$ cat config.mk
export PLATFORM = sky130hd
export DESIGN_NAME = csr_stage_top
export DESIGN_NICKNAME = d
export VERILOG_FILES = /design/src/common/csr_cmd_pkg.sv /design/src/common/riscv_priv_pkg.sv /design/src/common/csr_trap_if.sv /design/src/csr_file/csr_regfile.sv /design/src/trap/csr_trap_ctrl.sv /design/src/verilog/csr_stage_top.sv
export VERILOG_INCLUDE_DIRS = /design/src /design/src/common
export SDC_FILE = /design/constraint.sdc
export NUM_CORES = 1
export LEC_CHECK = 0
export BUFFER_PORTS_ARGS = -buffer_cell sky130_fd_sc_hd__buf_2
export CORE_UTILIZATION = 25
export DETAILED_ROUTE_END_ITERATION = 12
export PLACE_DENSITY = 0.52
export SYNTH_ARGS = -nofsm -noshare
export SYNTH_HDL_FRONTEND = slang
export SYNTH_HIERARCHICAL = 1
export SYNTH_SLANG_ARGS = --single-unit
export TNS_END_PERCENT = 1
$ cat constraint.sdc
create_clock -name clk -period 2.5 [get_ports clk]
set_input_delay 0.25 -clock clk [delete_from_list [all_inputs] [get_ports clk]]
set_output_delay 0.25 -clock clk [all_outputs]
set_load 0.02 [all_outputs]
$ cat src/common/csr_consts.svh
`ifndef CSR_CONSTS_SVH
`define CSR_CONSTS_SVH

// Datapath widths
`define XLEN                32
`define CSR_ADDR_W          12
`define COUNTER_W           64

// User counters in the read-only space
`define CSR_ADDR_CYCLE      12'hc00
`define CSR_ADDR_CYCLEH     12'hc80

// Machine counters
`define CSR_ADDR_MCYCLE     12'hb00
`define CSR_ADDR_MCYCLEH    12'hb80

// Machine trap setup
`define CSR_ADDR_MSTATUS    12'h300
`define CSR_ADDR_MIE        12'h304
`define CSR_ADDR_MTVEC      12'h305

// Machine trap handling
`define CSR_ADDR_MSCRATCH   12'h340
`define CSR_ADDR_MEPC       12'h341
`define CSR_ADDR_MCAUSE     12'h342
`define CSR_ADDR_MIP        12'h344

// Cause codes with the interrupt flag in bit 31
`define MCAUSE_ECALL_U      32'h0000_0008
`define MCAUSE_ECALL_M      32'h0000_000b
`define MCAUSE_MTI          32'h8000_0007

// Field positions in mstatus, mie and mip
`define MSTATUS_MIE_BIT     3
`define MSTATUS_MPIE_BIT    7
`define MSTATUS_MPP_LSB     11
`define MTI_BIT             7

`endif

$ cat src/common/csr_cmd_pkg.sv
`default_nettype none

package csr_cmd_pkg;

    // Command carried down the pipeline into the CSR stage
    typedef enum logic [2:0] {
        // No CSR access
        CMD_X     = 3'd0,
        // CSRRW
        CMD_W     = 3'd1,
        // CSRRS
        CMD_S     = 3'd2,
        // CSRRC
        CMD_C     = 3'd3,
        // Also reused for a taken interrupt
        CMD_ECALL = 3'd4,
        CMD_MRET  = 3'd5
    } csr_cmd_t;

endpackage

`default_nettype wire

$ cat src/common/riscv_priv_pkg.sv
`default_nettype none

`include "csr_consts.svh"

package riscv_priv_pkg;

    // Only user and machine modes exist here
    typedef enum logic [1:0] {
        MODE_USER    = 2'b00,
        MODE_MACHINE = 2'b11
    } priv_mode_t;

    // mtvec split into base and mode
    typedef struct packed {
        // Word-aligned handler address
        logic [`XLEN-3:0] base;
        // 0 direct, nonzero vectored
        logic [1:0]       mode;
    } mtvec_fields_t;

    // Same word seen by the CSR path and the vector logic
    typedef union packed {
        logic [`XLEN-1:0] raw;
        mtvec_fields_t    fields;
    } mtvec_u;

endpackage

`default_nettype wire

$ cat src/common/csr_trap_if.sv
`timescale 1ns/1ns
`default_nettype none

`include "csr_consts.svh"

interface csr_trap_if;
    import csr_cmd_pkg::*;
    import riscv_priv_pkg::*;

    // Command after flush gating
    csr_cmd_t               eff_cmd;
    logic [`CSR_ADDR_W-1:0] eff_addr;

    // One-cycle timer interrupt event and its return PC
    logic                   take_irq;
    logic [`XLEN-1:0]       irq_epc;

    // Architectural state owned by the register file
    priv_mode_t             mode;
    logic                   mstatus_mie;
    priv_mode_t             mstatus_mpp;
    mtvec_u                 mtvec;
    logic [`XLEN-1:0]       mepc;
    logic                   mtip;

    modport ctrl (
        output eff_cmd, eff_addr, take_irq, irq_epc,
        input  mode, mstatus_mie, mtvec, mepc, mtip
    );

    modport regs (
        input  eff_cmd, eff_addr, take_irq, irq_epc,
        output mode, mstatus_mie, mstatus_mpp, mtvec, mepc, mtip
    );

endinterface

`default_nettype wire

$ cat src/csr_file/csr_regfile.sv
`timescale 1ns/1ns
`default_nettype none

`include "csr_consts.svh"

module csr_regfile (
    input  wire                    clk,
    input  wire                    rst_n,
    input  wire [`XLEN-1:0]        op1_data,
    input  wire [`COUNTER_W-1:0]   cycle,
    input  wire [`COUNTER_W-1:0]   mtime,
    input  wire [`COUNTER_W-1:0]   mtimecmp,
    output logic [`XLEN-1:0]       csr_rdata,
    csr_trap_if.regs               trap
);
    import csr_cmd_pkg::*;
    import riscv_priv_pkg::*;

    // State not exported on the interface
    logic                   mpie;
    logic                   mtie;
    logic [`XLEN-1:0]       mscratch;
    logic [`XLEN-1:0]       mcause;

    // Command held over for the delayed write
    csr_cmd_t               save_cmd;
    logic [`CSR_ADDR_W-1:0] save_addr;
    logic [`XLEN-1:0]       save_op1;

    logic [`XLEN-1:0]       rd_mstatus;
    logic [`XLEN-1:0]       rd_mie;
    logic [`XLEN-1:0]       rd_mip;
    logic [`XLEN-1:0]       rd_value;
    logic                   rd_ok;
    logic                   wr_ok;
    logic                   wr_en;
    logic [`XLEN-1:0]       wdata;
    logic                   timer_hit;

    // Privilege level encoded in address bits 9:8
    assign rd_ok = trap.eff_addr[9:8] <= trap.mode;

    // Bits 11:10 both set means read-only space
    assign wr_ok = (save_addr[11:10] != 2'b11) && (save_addr[9:8] <= trap.mode);

    // Only W, S and C carry a write
    assign wr_en = wr_ok && (save_cmd inside {CMD_W, CMD_S, CMD_C});

    assign timer_hit = mtime >= mtimecmp;

    // Set and clear reuse last cycle's read data
    always_comb begin
        case (save_cmd)
            CMD_W:   wdata = save_op1;
            CMD_S:   wdata = csr_rdata | save_op1;
            CMD_C:   wdata = csr_rdata & ~save_op1;
            default: wdata = '0;
        endcase
    end

    always_comb begin
        rd_mstatus = '0;
        rd_mstatus[`MSTATUS_MIE_BIT] = trap.mstatus_mie;
        rd_mstatus[`MSTATUS_MPIE_BIT] = mpie;
        rd_mstatus[`MSTATUS_MPP_LSB +: 2] = trap.mstatus_mpp;
        rd_mie = '0;
        rd_mie[`MTI_BIT] = mtie;
        rd_mip = '0;
        rd_mip[`MTI_BIT] = trap.mtip;
        // Unlisted addresses read zero
        case (trap.eff_addr)
            `CSR_ADDR_CYCLE,
            `CSR_ADDR_MCYCLE:   rd_value = cycle[`XLEN-1:0];
            `CSR_ADDR_CYCLEH,
            `CSR_ADDR_MCYCLEH:  rd_value = cycle[`COUNTER_W-1:`XLEN];
            `CSR_ADDR_MSTATUS:  rd_value = rd_mstatus;
            `CSR_ADDR_MIE:      rd_value = rd_mie;
            `CSR_ADDR_MTVEC:    rd_value = trap.mtvec.raw;
            `CSR_ADDR_MSCRATCH: rd_value = mscratch;
            `CSR_ADDR_MEPC:     rd_value = trap.mepc;
            `CSR_ADDR_MCAUSE:   rd_value = mcause;
            `CSR_ADDR_MIP:      rd_value = rd_mip;
            default:            rd_value = '0;
        endcase
    end

    // Address and operand held for the delayed write
    always_ff @(posedge clk) begin
        save_addr <= trap.eff_addr;
        save_op1  <= op1_data;
    end

    always_ff @(posedge clk) begin
        if (!rst_n) begin
            save_cmd         <= CMD_X;
            csr_rdata        <= '0;
            trap.mode        <= MODE_MACHINE;
            trap.mstatus_mpp <= MODE_MACHINE;
            trap.mstatus_mie <= 1'b0;
            trap.mtvec.raw   <= '0;
            trap.mepc        <= '0;
            trap.mtip        <= 1'b0;
            mpie             <= 1'b0;
            mtie             <= 1'b0;
            mscratch         <= '0;
            mcause           <= '0;
        end else begin
            save_cmd  <= trap.eff_cmd;
            csr_rdata <= rd_ok ? rd_value : '0;

            if (trap.take_irq) begin
                // Timer interrupt into machine mode
                mcause           <= `MCAUSE_MTI;
                trap.mepc        <= trap.irq_epc;
                trap.mstatus_mpp <= trap.mode;
                mpie             <= trap.mstatus_mie;
                trap.mstatus_mie <= 1'b0;
                trap.mode        <= MODE_MACHINE;
            end else begin
                // Pending bit holds during the interrupt edge
                trap.mtip <= trap.mstatus_mie && mtie && timer_hit;
                case (trap.eff_cmd)
                    CMD_ECALL: begin
                        mcause <= (trap.mode == MODE_USER) ? `MCAUSE_ECALL_U
                                                           : `MCAUSE_ECALL_M;
                        trap.mode <= MODE_MACHINE;
                    end
                    CMD_MRET: begin
                        trap.mstatus_mie <= mpie;
                        trap.mode        <= trap.mstatus_mpp;
                        mpie             <= 1'b1;
                        trap.mstatus_mpp <= MODE_USER;
                    end
                    default: begin
                    end
                endcase
            end

            // Delayed write lands last and wins on overlap
            if (wr_en) begin
                case (save_addr)
                    `CSR_ADDR_MSTATUS: begin
                        trap.mstatus_mie <= wdata[`MSTATUS_MIE_BIT];
                        mpie             <= wdata[`MSTATUS_MPIE_BIT];
                        // Unsupported MPP encodings fall back to machine
                        trap.mstatus_mpp <= (wdata[`MSTATUS_MPP_LSB +: 2] == 2'b00) ?
                                            MODE_USER : MODE_MACHINE;
                    end
                    `CSR_ADDR_MIE:      mtie <= wdata[`MTI_BIT];
                    `CSR_ADDR_MTVEC:    trap.mtvec.raw <= wdata;
                    `CSR_ADDR_MSCRATCH: mscratch <= wdata;
                    `CSR_ADDR_MEPC:     trap.mepc <= {wdata[`XLEN-1:2], 2'b00};
                    `CSR_ADDR_MCAUSE:   mcause <= wdata;
                    default: begin
                    end
                endcase
            end
        end
    end

endmodule

`default_nettype wire

$ cat src/trap/csr_trap_ctrl.sv
`timescale 1ns/1ns
`default_nettype none

`include "csr_consts.svh"

module csr_trap_ctrl (
    input  wire                         clk,
    input  wire                         rst_n,
    input  wire                         flush,
    input  wire csr_cmd_pkg::csr_cmd_t  csr_cmd,
    input  wire [`CSR_ADDR_W-1:0]       csr_addr,
    input  wire                         interrupt_ready,
    input  wire [`XLEN-1:0]             fetch_pc,
    output csr_cmd_pkg::csr_cmd_t       csr_cmd_out,
    output logic [`XLEN-1:0]            trap_vector,
    csr_trap_if.ctrl                    trap
);
    import csr_cmd_pkg::*;
    import riscv_priv_pkg::*;

    // Offset of the timer entry in a vectored table
    localparam logic [`XLEN-1:0] MTI_VEC_OFFSET = `MTI_BIT * 4;

    logic             irq_enabled;
    logic             take_irq;
    logic [`XLEN-1:0] base_addr;
    logic [`XLEN-1:0] irq_addr;

    // Flushed command turns into an idle access to 0xfff
    assign trap.eff_cmd  = flush ? CMD_X : csr_cmd;
    assign trap.eff_addr = flush ? '1 : csr_addr;

    // Global enable is MIE in machine mode and always on in user mode
    assign irq_enabled = (trap.mode == MODE_USER) || trap.mstatus_mie;

    // A flush cycle never takes the interrupt
    assign take_irq      = trap.mtip && interrupt_ready && irq_enabled && !flush;
    assign trap.take_irq = take_irq;
    // Return address kept word aligned
    assign trap.irq_epc  = {fetch_pc[`XLEN-1:2], 2'b00};

    assign base_addr = {trap.mtvec.fields.base, 2'b00};

    // Vectored mode jumps to base + 4 * cause
    assign irq_addr = (trap.mtvec.fields.mode == 2'b00) ? base_addr
                                                        : base_addr + MTI_VEC_OFFSET;

    always_ff @(posedge clk) begin
        if (!rst_n) begin
            csr_cmd_out <= CMD_X;
            trap_vector <= '0;
        end else if (take_irq) begin
            // Interrupt reported downstream as an ECALL
            csr_cmd_out <= CMD_ECALL;
            trap_vector <= irq_addr;
        end else begin
            csr_cmd_out <= trap.eff_cmd;
            case (trap.eff_cmd)
                CMD_ECALL: trap_vector <= base_addr;
                CMD_MRET:  trap_vector <= trap.mepc;
                // Vector holds otherwise
                default: begin
                end
            endcase
        end
    end

endmodule

`default_nettype wire

$ cat src/verilog/csr_stage_top.sv
`timescale 1ns/1ns
`default_nettype none

`include "csr_consts.svh"

module csr_stage_top (
    input  wire                         clk,
    input  wire                         rst_n,
    input  wire                         flush,
    input  wire csr_cmd_pkg::csr_cmd_t  csr_cmd,
    input  wire [`CSR_ADDR_W-1:0]       csr_addr,
    input  wire [`XLEN-1:0]             op1_data,
    input  wire                         interrupt_ready,
    input  wire [`XLEN-1:0]             fetch_pc,
    input  wire [`COUNTER_W-1:0]        cycle,
    input  wire [`COUNTER_W-1:0]        mtime,
    input  wire [`COUNTER_W-1:0]        mtimecmp,
    output csr_cmd_pkg::csr_cmd_t       csr_cmd_out,
    output logic [`XLEN-1:0]            csr_rdata,
    output logic [`XLEN-1:0]            trap_vector,
    output logic                        stall_may_interrupt
);

    // Link between trap decisions and CSR state
    csr_trap_if trap_link ();

    csr_trap_ctrl u_trap_ctrl (
        .clk             (clk),
        .rst_n           (rst_n),
        .flush           (flush),
        .csr_cmd         (csr_cmd),
        .csr_addr        (csr_addr),
        .interrupt_ready (interrupt_ready),
        .fetch_pc        (fetch_pc),
        .csr_cmd_out     (csr_cmd_out),
        .trap_vector     (trap_vector),
        .trap            (trap_link)
    );

    csr_regfile u_regfile (
        .clk       (clk),
        .rst_n     (rst_n),
        .op1_data  (op1_data),
        .cycle     (cycle),
        .mtime     (mtime),
        .mtimecmp  (mtimecmp),
        .csr_rdata (csr_rdata),
        .trap      (trap_link)
    );

    // Registered pending bit lets earlier stages drain
    assign stall_may_interrupt = trap_link.mtip;

endmodule

`default_nettype wire

# Yosys cells after proc, flatten, opt, wreduce, memory -nomap -nowiden

Cells that the tools add are included.

Add/subtract/negate cells: 1
Order comparisons: 3
Equality and inequality tests: 23
Multiplexer cells: 30
Bitwise operators: 4
Reductions and logical operators: 22

Operator list:

| operator                                         | count |
|---|---|
| 2-to-1 mux 32 bit                                | 9 |
| case mux 32 bit (9 select lines)                 | 1 |
| == test 12 x 10 -> 1 bit (second input constant) | 13 |
| case mux 32 bit (3 select lines)                 | 1 |
| >= comparator 64 bit                             | 1 |
| case mux 32 bit (2 select lines)                 | 1 |
| == test 12 bit (second input constant)           | 4 |
| adder 32 x 5 -> 32 bit (second input constant)   | 1 |
| AND 32 bit                                       | 1 |
| inverter 32 bit                                  | 1 |
| bitwise OR 32 bit                                | 1 |
| 2-to-1 mux 12 bit                                | 1 |
| 2-to-1 mux 2 bit                                 | 6 |
| 2-to-1 mux 1 bit                                 | 8 |
| AND reduction 2 bit                              | 4 |
| logical AND 1 bit                                | 7 |
| == test 3 x 2 -> 1 bit (second input constant)   | 2 |
| == test 3 bit (second input constant)            | 2 |
| zero test 2 bit                                  | 3 |
| 2-to-1 mux 3 bit                                 | 2 |
| nonzero test 3 bit                               | 2 |
| OR reduction 2 bit                               | 3 |
| less-or-equal comparator 2 bit                   | 2 |
| case mux 2 bit (2 select lines)                  | 1 |
| 6 further kinds                                  | 6 |

Flip-flop bits (word level): 250
Input bits: 275
Output and inout bits: 68
Logic and storage cells: 100

# Logic depth before layout (Yosys ltp)

Gate-level depths: netlist of the first run.

Depth in word-level cells: 7
Gate-level depth with buffers: 11
Mapped depth without buffers: 8

# Hierarchy

Netlist of the first run, hierarchy kept.

Modules (own cells, without submodules):

| module        | times used | cells an instance | area each (um2) | sequential area each (um2) |
|---|---|---|---|---|
| csr_regfile   | 1          | 1277              | 11195.7         | 4304.1 |
| csr_trap_ctrl | 1          | 361               | 2810.2          | 700.7 |

# Least setup slack after synthesis of the first run

No wires, ideal clock.

Kind: reg2reg
From: reg u_regfile.trap.mode[0]
To: reg u_regfile.trap.mepc[11]
Library setup time: 0.116 ns
Arrival: 2.354 ns
Data required time: 2.384 ns
Slack: 0.030 ns
Stages on the path, launching flop included: 11
Path buffers: 4
Period minus slack after synthesis: 2.470 ns
Path through: dfxtp_1 o21bai_1 nand4b_2 inv_2 buf_2 buf_2 clkbuf_1 clkbuf_1 mux2i_1 nand2_1 o211a_1

Word-level cells in the longest chain between the ends: 7
Elaborated cells between the ends (all ways): 10
Classes of those cells: order compare (1); mux (3); reduce/logical (6)

Ends and longest elaborated chain:

| what                               | line                | text |
|---|---|---|
| start, declared                    | csr_trap_if.sv:33   | `output mode, mstatus_mie, mstatus_mpp, mtvec, mepc, mtip` |
| start signal, assigned             | csr_regfile.sv:130  | `trap.mode <= trap.mstatus_mpp;` |
| zero test 2 bit (*)                | csr_trap_ctrl.sv:34 | `assign irq_enabled = (trap.mode == MODE_USER) \|\| trap.mstatus_mie;` |
| logical OR 1 bit (*)               | csr_trap_ctrl.sv:34 |  |
| logical AND 1 bit (*) (2 in a row) | csr_trap_ctrl.sv:37 | `assign take_irq = trap.mtip && interrupt_ready && irq_enabled && !flush;` |
| net trap_link.take_irq             | csr_trap_if.sv:15   | `logic take_irq;` |
| 2-to-1 mux 32 bit (*)              | csr_regfile.sv:111  | `if (trap.take_irq) begin` |
| 2-to-1 mux 32 bit                  | csr_regfile.sv:141  | `case (save_addr)` |
| 2-to-1 mux 32 bit (*)              | csr_regfile.sv:140  | `if (wr_en) begin` |
| end signal, assigned               | csr_regfile.sv:114  | `trap.mepc <= trap.irq_epc;` |
| end signal, assigned               | csr_regfile.sv:152  | `` `CSR_ADDR_MEPC: trap.mepc <= {wdata[`XLEN-1:2], 2'b00}; `` |
| end, declared                      | csr_trap_if.sv:33   |  |

Mark *: on every way through the listed nets, which the timed path passes. The rest lies on a longest branch.
A chain may end at the register's enable or synchronous reset.

# Worst setup path in the final report of the first run

From: in csr_addr[8]
To: reg u_regfile.csr_rdata[5]

Word-level cells in the longest chain between the ends: 4
Elaborated cells between the ends (all ways): 17
Classes of those cells: order compare (1); eq/ne (11); mux (2); reduce/logical (3)

Ends and longest elaborated chain:

| what                             | line                | text |
|---|---|---|
| start, declared                  | csr_stage_top.sv:11 | `` input wire [`CSR_ADDR_W-1:0] csr_addr, `` |
| 2-to-1 mux 12 bit (*)            | csr_trap_ctrl.sv:31 | `assign trap.eff_addr = flush ? '1 : csr_addr;` |
| net trap_link.eff_addr[8]        | csr_trap_if.sv:12   | `` logic [`CSR_ADDR_W-1:0] eff_addr; `` |
| == test 12 bit                   | csr_regfile.sv:71   | `case (trap.eff_addr)` |
| OR reduction 2 bit               | csr_regfile.sv:71   |  |
| case mux 32 bit (9 select lines) | csr_regfile.sv:71   |  |
| end signal, assigned             | csr_regfile.sv:109  | `csr_rdata <= rd_ok ? rd_value : '0;` |
| end, declared                    | csr_regfile.sv:13   | `` output logic [`XLEN-1:0] csr_rdata, `` |

Marks and branches as above.

==> results of run 1 <==
state kept, by name, indices dropped and copies added (netlist names):
register,cells
u_regfile/csr_rdata,32
u_regfile/mcause,32
u_regfile/mpie,1
u_regfile/mscratch,32
u_regfile/mtie,1
u_regfile/save_addr,12
u_regfile/save_cmd,3
u_regfile/save_op1,32
u_regfile/trap.mepc,32
u_regfile/trap.mode,2
u_regfile/trap.mstatus_mie,1
u_regfile/trap.mstatus_mpp,2
u_regfile/trap.mtip,1
u_regfile/trap.mtvec,32
u_trap_ctrl/csr_cmd_out,3
u_trap_ctrl/trap_vector,32
power by group through the flow:
stage | combinational, mW | clock, mW | sequential [mW]
after floorplan | 0.497 | 0 | 4.18
after global placement | 0.898 | 0 | 4.17
after detailed placement | 0.915 | 0 | 4.17
after CTS | 1.01 | 4.22 | 4.08
after global routing | 1.12 | 4.36 | 4.09
final | 1.01 | 4.11 | 4.08
routing by layer:
metal,vias up,routed length [um],share of wire
met4,0,906,0.017
met2,377,23000,0.44
met1,6279,26200,0.50
met5,-,0,0
li1,6531,-,-
met3,48,2710,0.051
per-stage QoR:
| stage | power, mW | hold slack (ps) |
|---|---|---|
| after floorplan | 4.68 | 278 |
| after global placement | 5.07 | 354 |
| after detailed placement | 5.09 | 354 |
| after CTS | 9.31 | 21.7 |
| after global routing | 9.57 | 44.6 |
| final | 9.21 | 42.3 |
cell usage in the layout, fill, tap and decap left out, drive strengths merged, types with 5 or more instances in the layout:
cell         synthesis  layout
nand2              244     244
and3                10      10
dlygate4sd3          0      77
or3                  5       5
dfxtp              250     250
nand3               49      49
clkinv               0       9
buf                 78     420
xor2                19      19
a22o                16      16
nor4                13      13
ha                  69      69
and2                 5       5
o211ai              15      15
nor3                14      14
or2                 12      12
nor2                68      68
a21boi              61      61
o211a               41      41
a21o                11      11
a21oi               62      62
mux2                13      13
clkbuf              64      40
a221oi              20      20
a22oi               55      55
inv                109     108
a31oi               37      37
nand4               21      21
nand3b               5       5
o21ai               34      34
nor2b               49      49
a222oi               5       5
o21a                 6       6
mux2i              125     125
final timing paths:
path                                            startpoint                         end  slack, ps  cells past startpoint
worst min-delay path                                 flush     u_regfile/save_addr[10]         40                      2
worst max register to register      u_regfile/trap.mode[1]     u_regfile/trap.mepc[19]        140                      8
worst max-delay path                           csr_addr[8]      u_regfile/csr_rdata[5]         30                     11
worst min register to register  u_trap_ctrl/trap_vector[1]  u_trap_ctrl/trap_vector[1]        450                      2
logic make-up (layout without fill, tap and decap cells):
logic type	Yosys count	in the layout
DFF	250	250
xor gates and xnor gates	23	23
other	1	4
muxes	138	138
and+or+nand+nor	519	519
buffers and inverters	251	656
adders and majority gates	70	70
AOI/OAI and AO/OA	386	386
timing repair:
item | 4_1_cts | 5_1_grt
hold endpoints to repair | 58 | 0
resized for setup | 0 | 4
endpoints found under the setup margin | 0 | 132
hold buffers | 77 | 0
cell type report:
class                           count  area [um^2]  area share
Multi-Input combinational cell   1138         7930       0.429
Sequential cell                   250         5000       0.271
Clock buffer                       40          807      0.0437
Inverter                          109          410      0.0222
Tap cell                          748          936      0.0507
Timing Repair Buffer              497         3280       0.177
Antenna cell                        2         5.00    0.000271
Clock inverter                     10          104     0.00562
==> results by group, run 1 <==
GRT
  – GRT Max-Usage Layer: met2
  – GR Util met1: 0.265
  – Total GRT Usage: 0.181
  – Vias in the first global route: 13149
  – Pin count of the biggest net entering global routing: 116
  – Global-route wire length before repair: 79.5 mm
  – Initial antenna violation count: 7
  – Global-route met2 utilization: 0.277
  – Met3 Usage GRT: 0.0227
  – GRT Residual Overflow: 0

STA
  – Final setup fails: 0
  – Final period util: 0.990
  – Max frequency: approximately 400 MHz
  – Setup_tns: 0 ps
  – RSZ-0062 raised after global routing: no
  – Final Skew: 13.9 ps
  – Worst-margin pin slew: 813 ps
  – Worst setup margin: 25.9 ps
  – Min cycle time layout: 2470 ps
  – Relative slew slack: 0.456
  – Slew Viols, Final: 0
  – Final hold violations: 0

Power
  – Sequential share of power: 0.443
  – Sw Ratio: 0.241
  – Peak supply drop: 0.470 mV
  – Switch Pwr: 2.22 mW
  – LEAKAGE: 8.42 nW
  – Clock power frac: 0.447
  – Internal Power: between 6 and 7 mW
  – Comb power frac: 0.110
  – PwrDens: 499 nW/um^2

Routing
  – Via count: 13235
  – DRT Pass-1 Iters: 5
  – DR iter-0 viols: 835
  – Post-DR wirelength/cell: 18.9 um
  – DR DRC count: 0
  – Routed WL: 52.8 mm
  – Vias/cell: 4.74
  – DRT antenna net count: 0

Synth
  – Adder-cell share of the synthesized area: 0.0624
  – Post-synth top cells: dfxtp_1, nand2_1, mux2i_1
  – Mapped Cells: 1638
  – Asr flop ratio synth: 0
  – Mean post-synth cell area: 8.55 um^2
  – Area leader, netlist: dfxtp_1
  – Mux contribution to synthesized area: 0.0998
  – Post-Synth Simple-Gate Area: 0.184
  – Sequential fraction of the synthesis area: 0.357
  – Largest family of logic cells by synthesized area: compound AO/OA/AOI/OAI gates
  – Compound-cell area share of the yosys netlist: 0.200
  – Area share of the largest cell type after synthesis: 0.357
  – Number of synthesized flops with an enable pin: 0
  – FF+latch count, synth: 250
  – Post-Synth XOR/XNOR Area: 0.0144
  – Yosys warns: 6
  – Cell Area, Synth: 14000 um^2
  – Most frequent cell after synthesis: dfxtp_1
  – Ranking of synthesized cells by area: dfxtp_1, mux2i_1, nand2_1
  – Top_reg_cell synth: dfxtp_1
  – Unique cell type count in the Yosys netlist: 80

Floorplanning
  – Die Height: between 200 and 250 um
  – Initial Util: 0.254
  – # rows: 86
  – Core area: 55200 um^2
  – Die Width: 239 um
  – Die ar.: about 57000 um^2
  – IO Count: 343

Final layout
  – Post-route cell area: around 18000 um^2
  – Share of cells above drive strength 1: 0.255
  – Finished Layout Cells: 2794
  – Final Core Density: 0.335
  – Nets: about 2400
  – Syn-to-layout area delta: 31.9%
  – Fill count: 5741

Clock tree
  – CTS tree: yes
  – Clock Latency Late Sink: 550 ps
  – Max Buffers Root-to-Sink: 3
  – Max H-tree Level: 1
  – CTS sink cnt: 250
  – Clock transition at path regs: 60 ps
  – Root Buffer: clkbuf_16
  – Post-CTS setup buffer count: 0
  – CTS Buf Count: 28

Placement
  – Placed cells: 2665
  – Dpl cell area: between 15000 and 20000 um^2
  – Setup WS pre-CTS: -7.50 ps
  – GPL Wtd Cong: between 0.9 and 1
  – I/O Buffers: 340
  – Dpl hpwl: 40.7 mm

Run
  – Max cap viols: 0

Worst setup path
  – CP Capture Type: flop
  – CP max FO: 24
  – Crit path launch type: input pin
  – Largest stage delay, worst path: 530 ps
  – Crit path max-delay cell type: dlygate4sd3_1
  – CP Class: in2reg
  – Crit path cell chain: dlygate4sd3_1 > buf_2 > or2_2 > and4bb_2 > nand4_1 > nor3b_2 > buf_12 > a22o_1 > a221oi_1 > buf_4 > a31oi_1
  – WP data arrival: 2910 ps
  – Req. time, crit path: 2930 ps
  – CP bufs+invs: 4
  – Cell family with most CP delay: buffers and inverters

Run status
  – Status: finished, final reports clean

Min path
  – Worst min path class: in2reg
Note: power is estimated with default switching activity, not from simulation.
==> run 2, diff against run 1 <==
- CTS_BUF_LIST: default -> sky130_fd_sc_hd__clkbuf_4 sky130_fd_sc_hd__clkbuf_8 sky130_fd_sc_hd__clkbuf_16
==> run 2 against run 1 <==
Maximum frequency grew 0.20%. Cell count unchanged. Flip-flop and latch count unchanged. Clock skew hardly changed. Die area unchanged. Clock power increased by 2%. Cell area rose by 0.14%. Critical path type unchanged. First-iteration DRC count up 4.9%. Critical path depth unchanged. Wire length about the same. Sequential share of layout area is essentially flat.
==> results by group, run 2 (synthesis gave the netlist of run 1 again) <==
Final layout
  – Commonest non-fill, non-tap cells in the layout: buf_2, dfxtp_1, nand2_1
  – Register Area: around 5000 um^2
  – Fill count: 5740
  – Finished Layout Cells: 2794
  – Share of cells above drive strength 1: 0.259
  – Nets: 2368
  – Syn-to-layout area delta: 32.0%
  – Most common library cell in the layout ignoring fill and taps: buf_2
  – Area occupied by multi-input gates: 7930 um^2

Routing
  – Post-DR wirelength/cell: roughly 19 um
  – DRT Pass-1 Iters: 6
  – Vias/cell: 4.73
  – DR iter-0 viols: just under 900
  – DR DRC count: 0
  – DRT antenna net count: 0
  – Via count: 13225
  – Routed WL: 52.9 mm

STA
  – Worst setup margin: 30.8 ps
  – Final setup fails: 0
  – Final Skew: 13.4 ps
  – Relative slew slack: 0.436
  – RSZ-0062 raised after global routing: no
  – Max frequency: 405 MHz
  – Slew Viols, Final: 0
  – Final period util: 0.988
  – Worst-margin pin slew: 843 ps
  – Final hold violations: 0
  – Min cycle time layout: 2470 ps

Clock tree
  – Max Buffers Root-to-Sink: 3
  – Root Buffer: clkbuf_16
  – CTS tree: yes
  – Max H-tree Level: 1
  – Clock transition at path regs: 60 ps
  – Clock Latency Late Sink: roughly 550 ps
  – CTS sink cnt: 250
  – CTS Buf Count: 28
  – Post-CTS setup buffer count: 0

Floorplanning
  – Core area: around 55000 um^2
  – # rows: 86
  – Die Height: 239 um
  – IO Count: roughly 340
  – Die ar.: 57000 um^2
  – Initial Util: 0.254
  – Die Width: 239 um

GRT
  – Pin count of the biggest net entering global routing: 116
  – GRT Residual Overflow: 0
  – Initial antenna violation count: 7
  – Global-route wire length before repair: 79.6 mm
  – Vias in the first global route: between 10000 and 15000
  – Total GRT Usage: 0.181

Power
  – PwrDens: 503 nW/um^2
  – Peak supply drop: 0.468 mV
  – LEAKAGE: 8.44 nW
  – Overall power: slightly above 9 mW

Run status
  – Status: finished, final reports clean

Run
  – Max cap viols: 0

Worst setup path
  – WP data arrival: around 2900 ps
  – CP bufs+invs: 4
  – CP max FO: 24
  – CP Class: in2reg
  – Req. time, crit path: 2940 ps
  – Crit path max-delay cell type: dlygate4sd3_1
  – Largest stage delay, worst path: 530 ps
  – Cell family with most CP delay: buffers and inverters
  – CP Capture Type: flop
  – Crit path launch type: input pin
  – Crit path cell chain: dlygate4sd3_1 > buf_2 > or2_2 > and4bb_2 > nand4_1 > nor3b_2 > buf_12 > a22o_1 > a221oi_1 > buf_4 > a31oi_1
  – R2r setup slk: 130 ps

Placement
  – Dpl hpwl: around 41 mm
  – Placed cells: ~2700
  – Setup WS pre-CTS: -7.50 ps
  – I/O Buffers: 340
  – GPL Wtd Cong: 0.935

Min path
  – Worst min path class: in2reg
## run 2: cell count changes in the layout (fill, tap and decap cells not counted)
cell,change
clkbuf_1,-7
clkbuf_4,+7
## run 2: worst paths after layout
| kind | start | to | cells after the start |
|---|---|---|---|
| worst max-delay path | csr_addr[8] | u_regfile/csr_rdata[5] | 11 |
| worst max register to register | u_regfile/trap.mode[1] | u_regfile/trap.mepc[21] | 8 |
| worst min register to register | u_trap_ctrl/trap_vector[1] | u_trap_ctrl/trap_vector[1] | 2 |
| worst min-delay path | flush | u_regfile/save_addr[10] | 2 |
## run 2: final cells by class
type	count	area share
antenna	2	0.000271
clock buffer	40	0.0451
clock inverter	10	0.00562
inverter	109	0.0222
multi-input combinational	1138	0.429
sequential	250	0.271
tap	748	0.0506
timing repair buffer	497	0.177
## run 2: report_power, final
| group | internal, mW | total, mW | switching, mW |
|---|---|---|---|
| Clock | 2.51 | 4.20 | 1.69 |
| Combinational | 0.505 | 1.01 | 0.508 |
| Sequential | 4.04 | 4.08 | 0.0397 |
## run 2: timing repair
item,in CTS,in global routing
hold endpoints to repair,58,0
setup endpoints to repair,0,131
gates resized for setup,0,4
hold buffers,77,0
## run 2: through the flow
stage	util	setup TNS [ps]	hold slack [ps]	area, um^2
floorplan	-	0	278	14000
global placement	0.304	-0.326	354	16800
detailed placement	0.304	-7.50	354	16800
CTS	0.335	0	21.7	18500
global route	0.335	0	44.6	18500
finish	0.335	0	40.4	18500
## run 2: per-layer routing
metal,vias to the layer above,wire length (um),track usage
li1,6521,-,-
met1,6274,26400,0.265
met2,379,22900,0.278
met4,0,918,0.0441
met3,51,2700,0.0227
met5,-,0,0
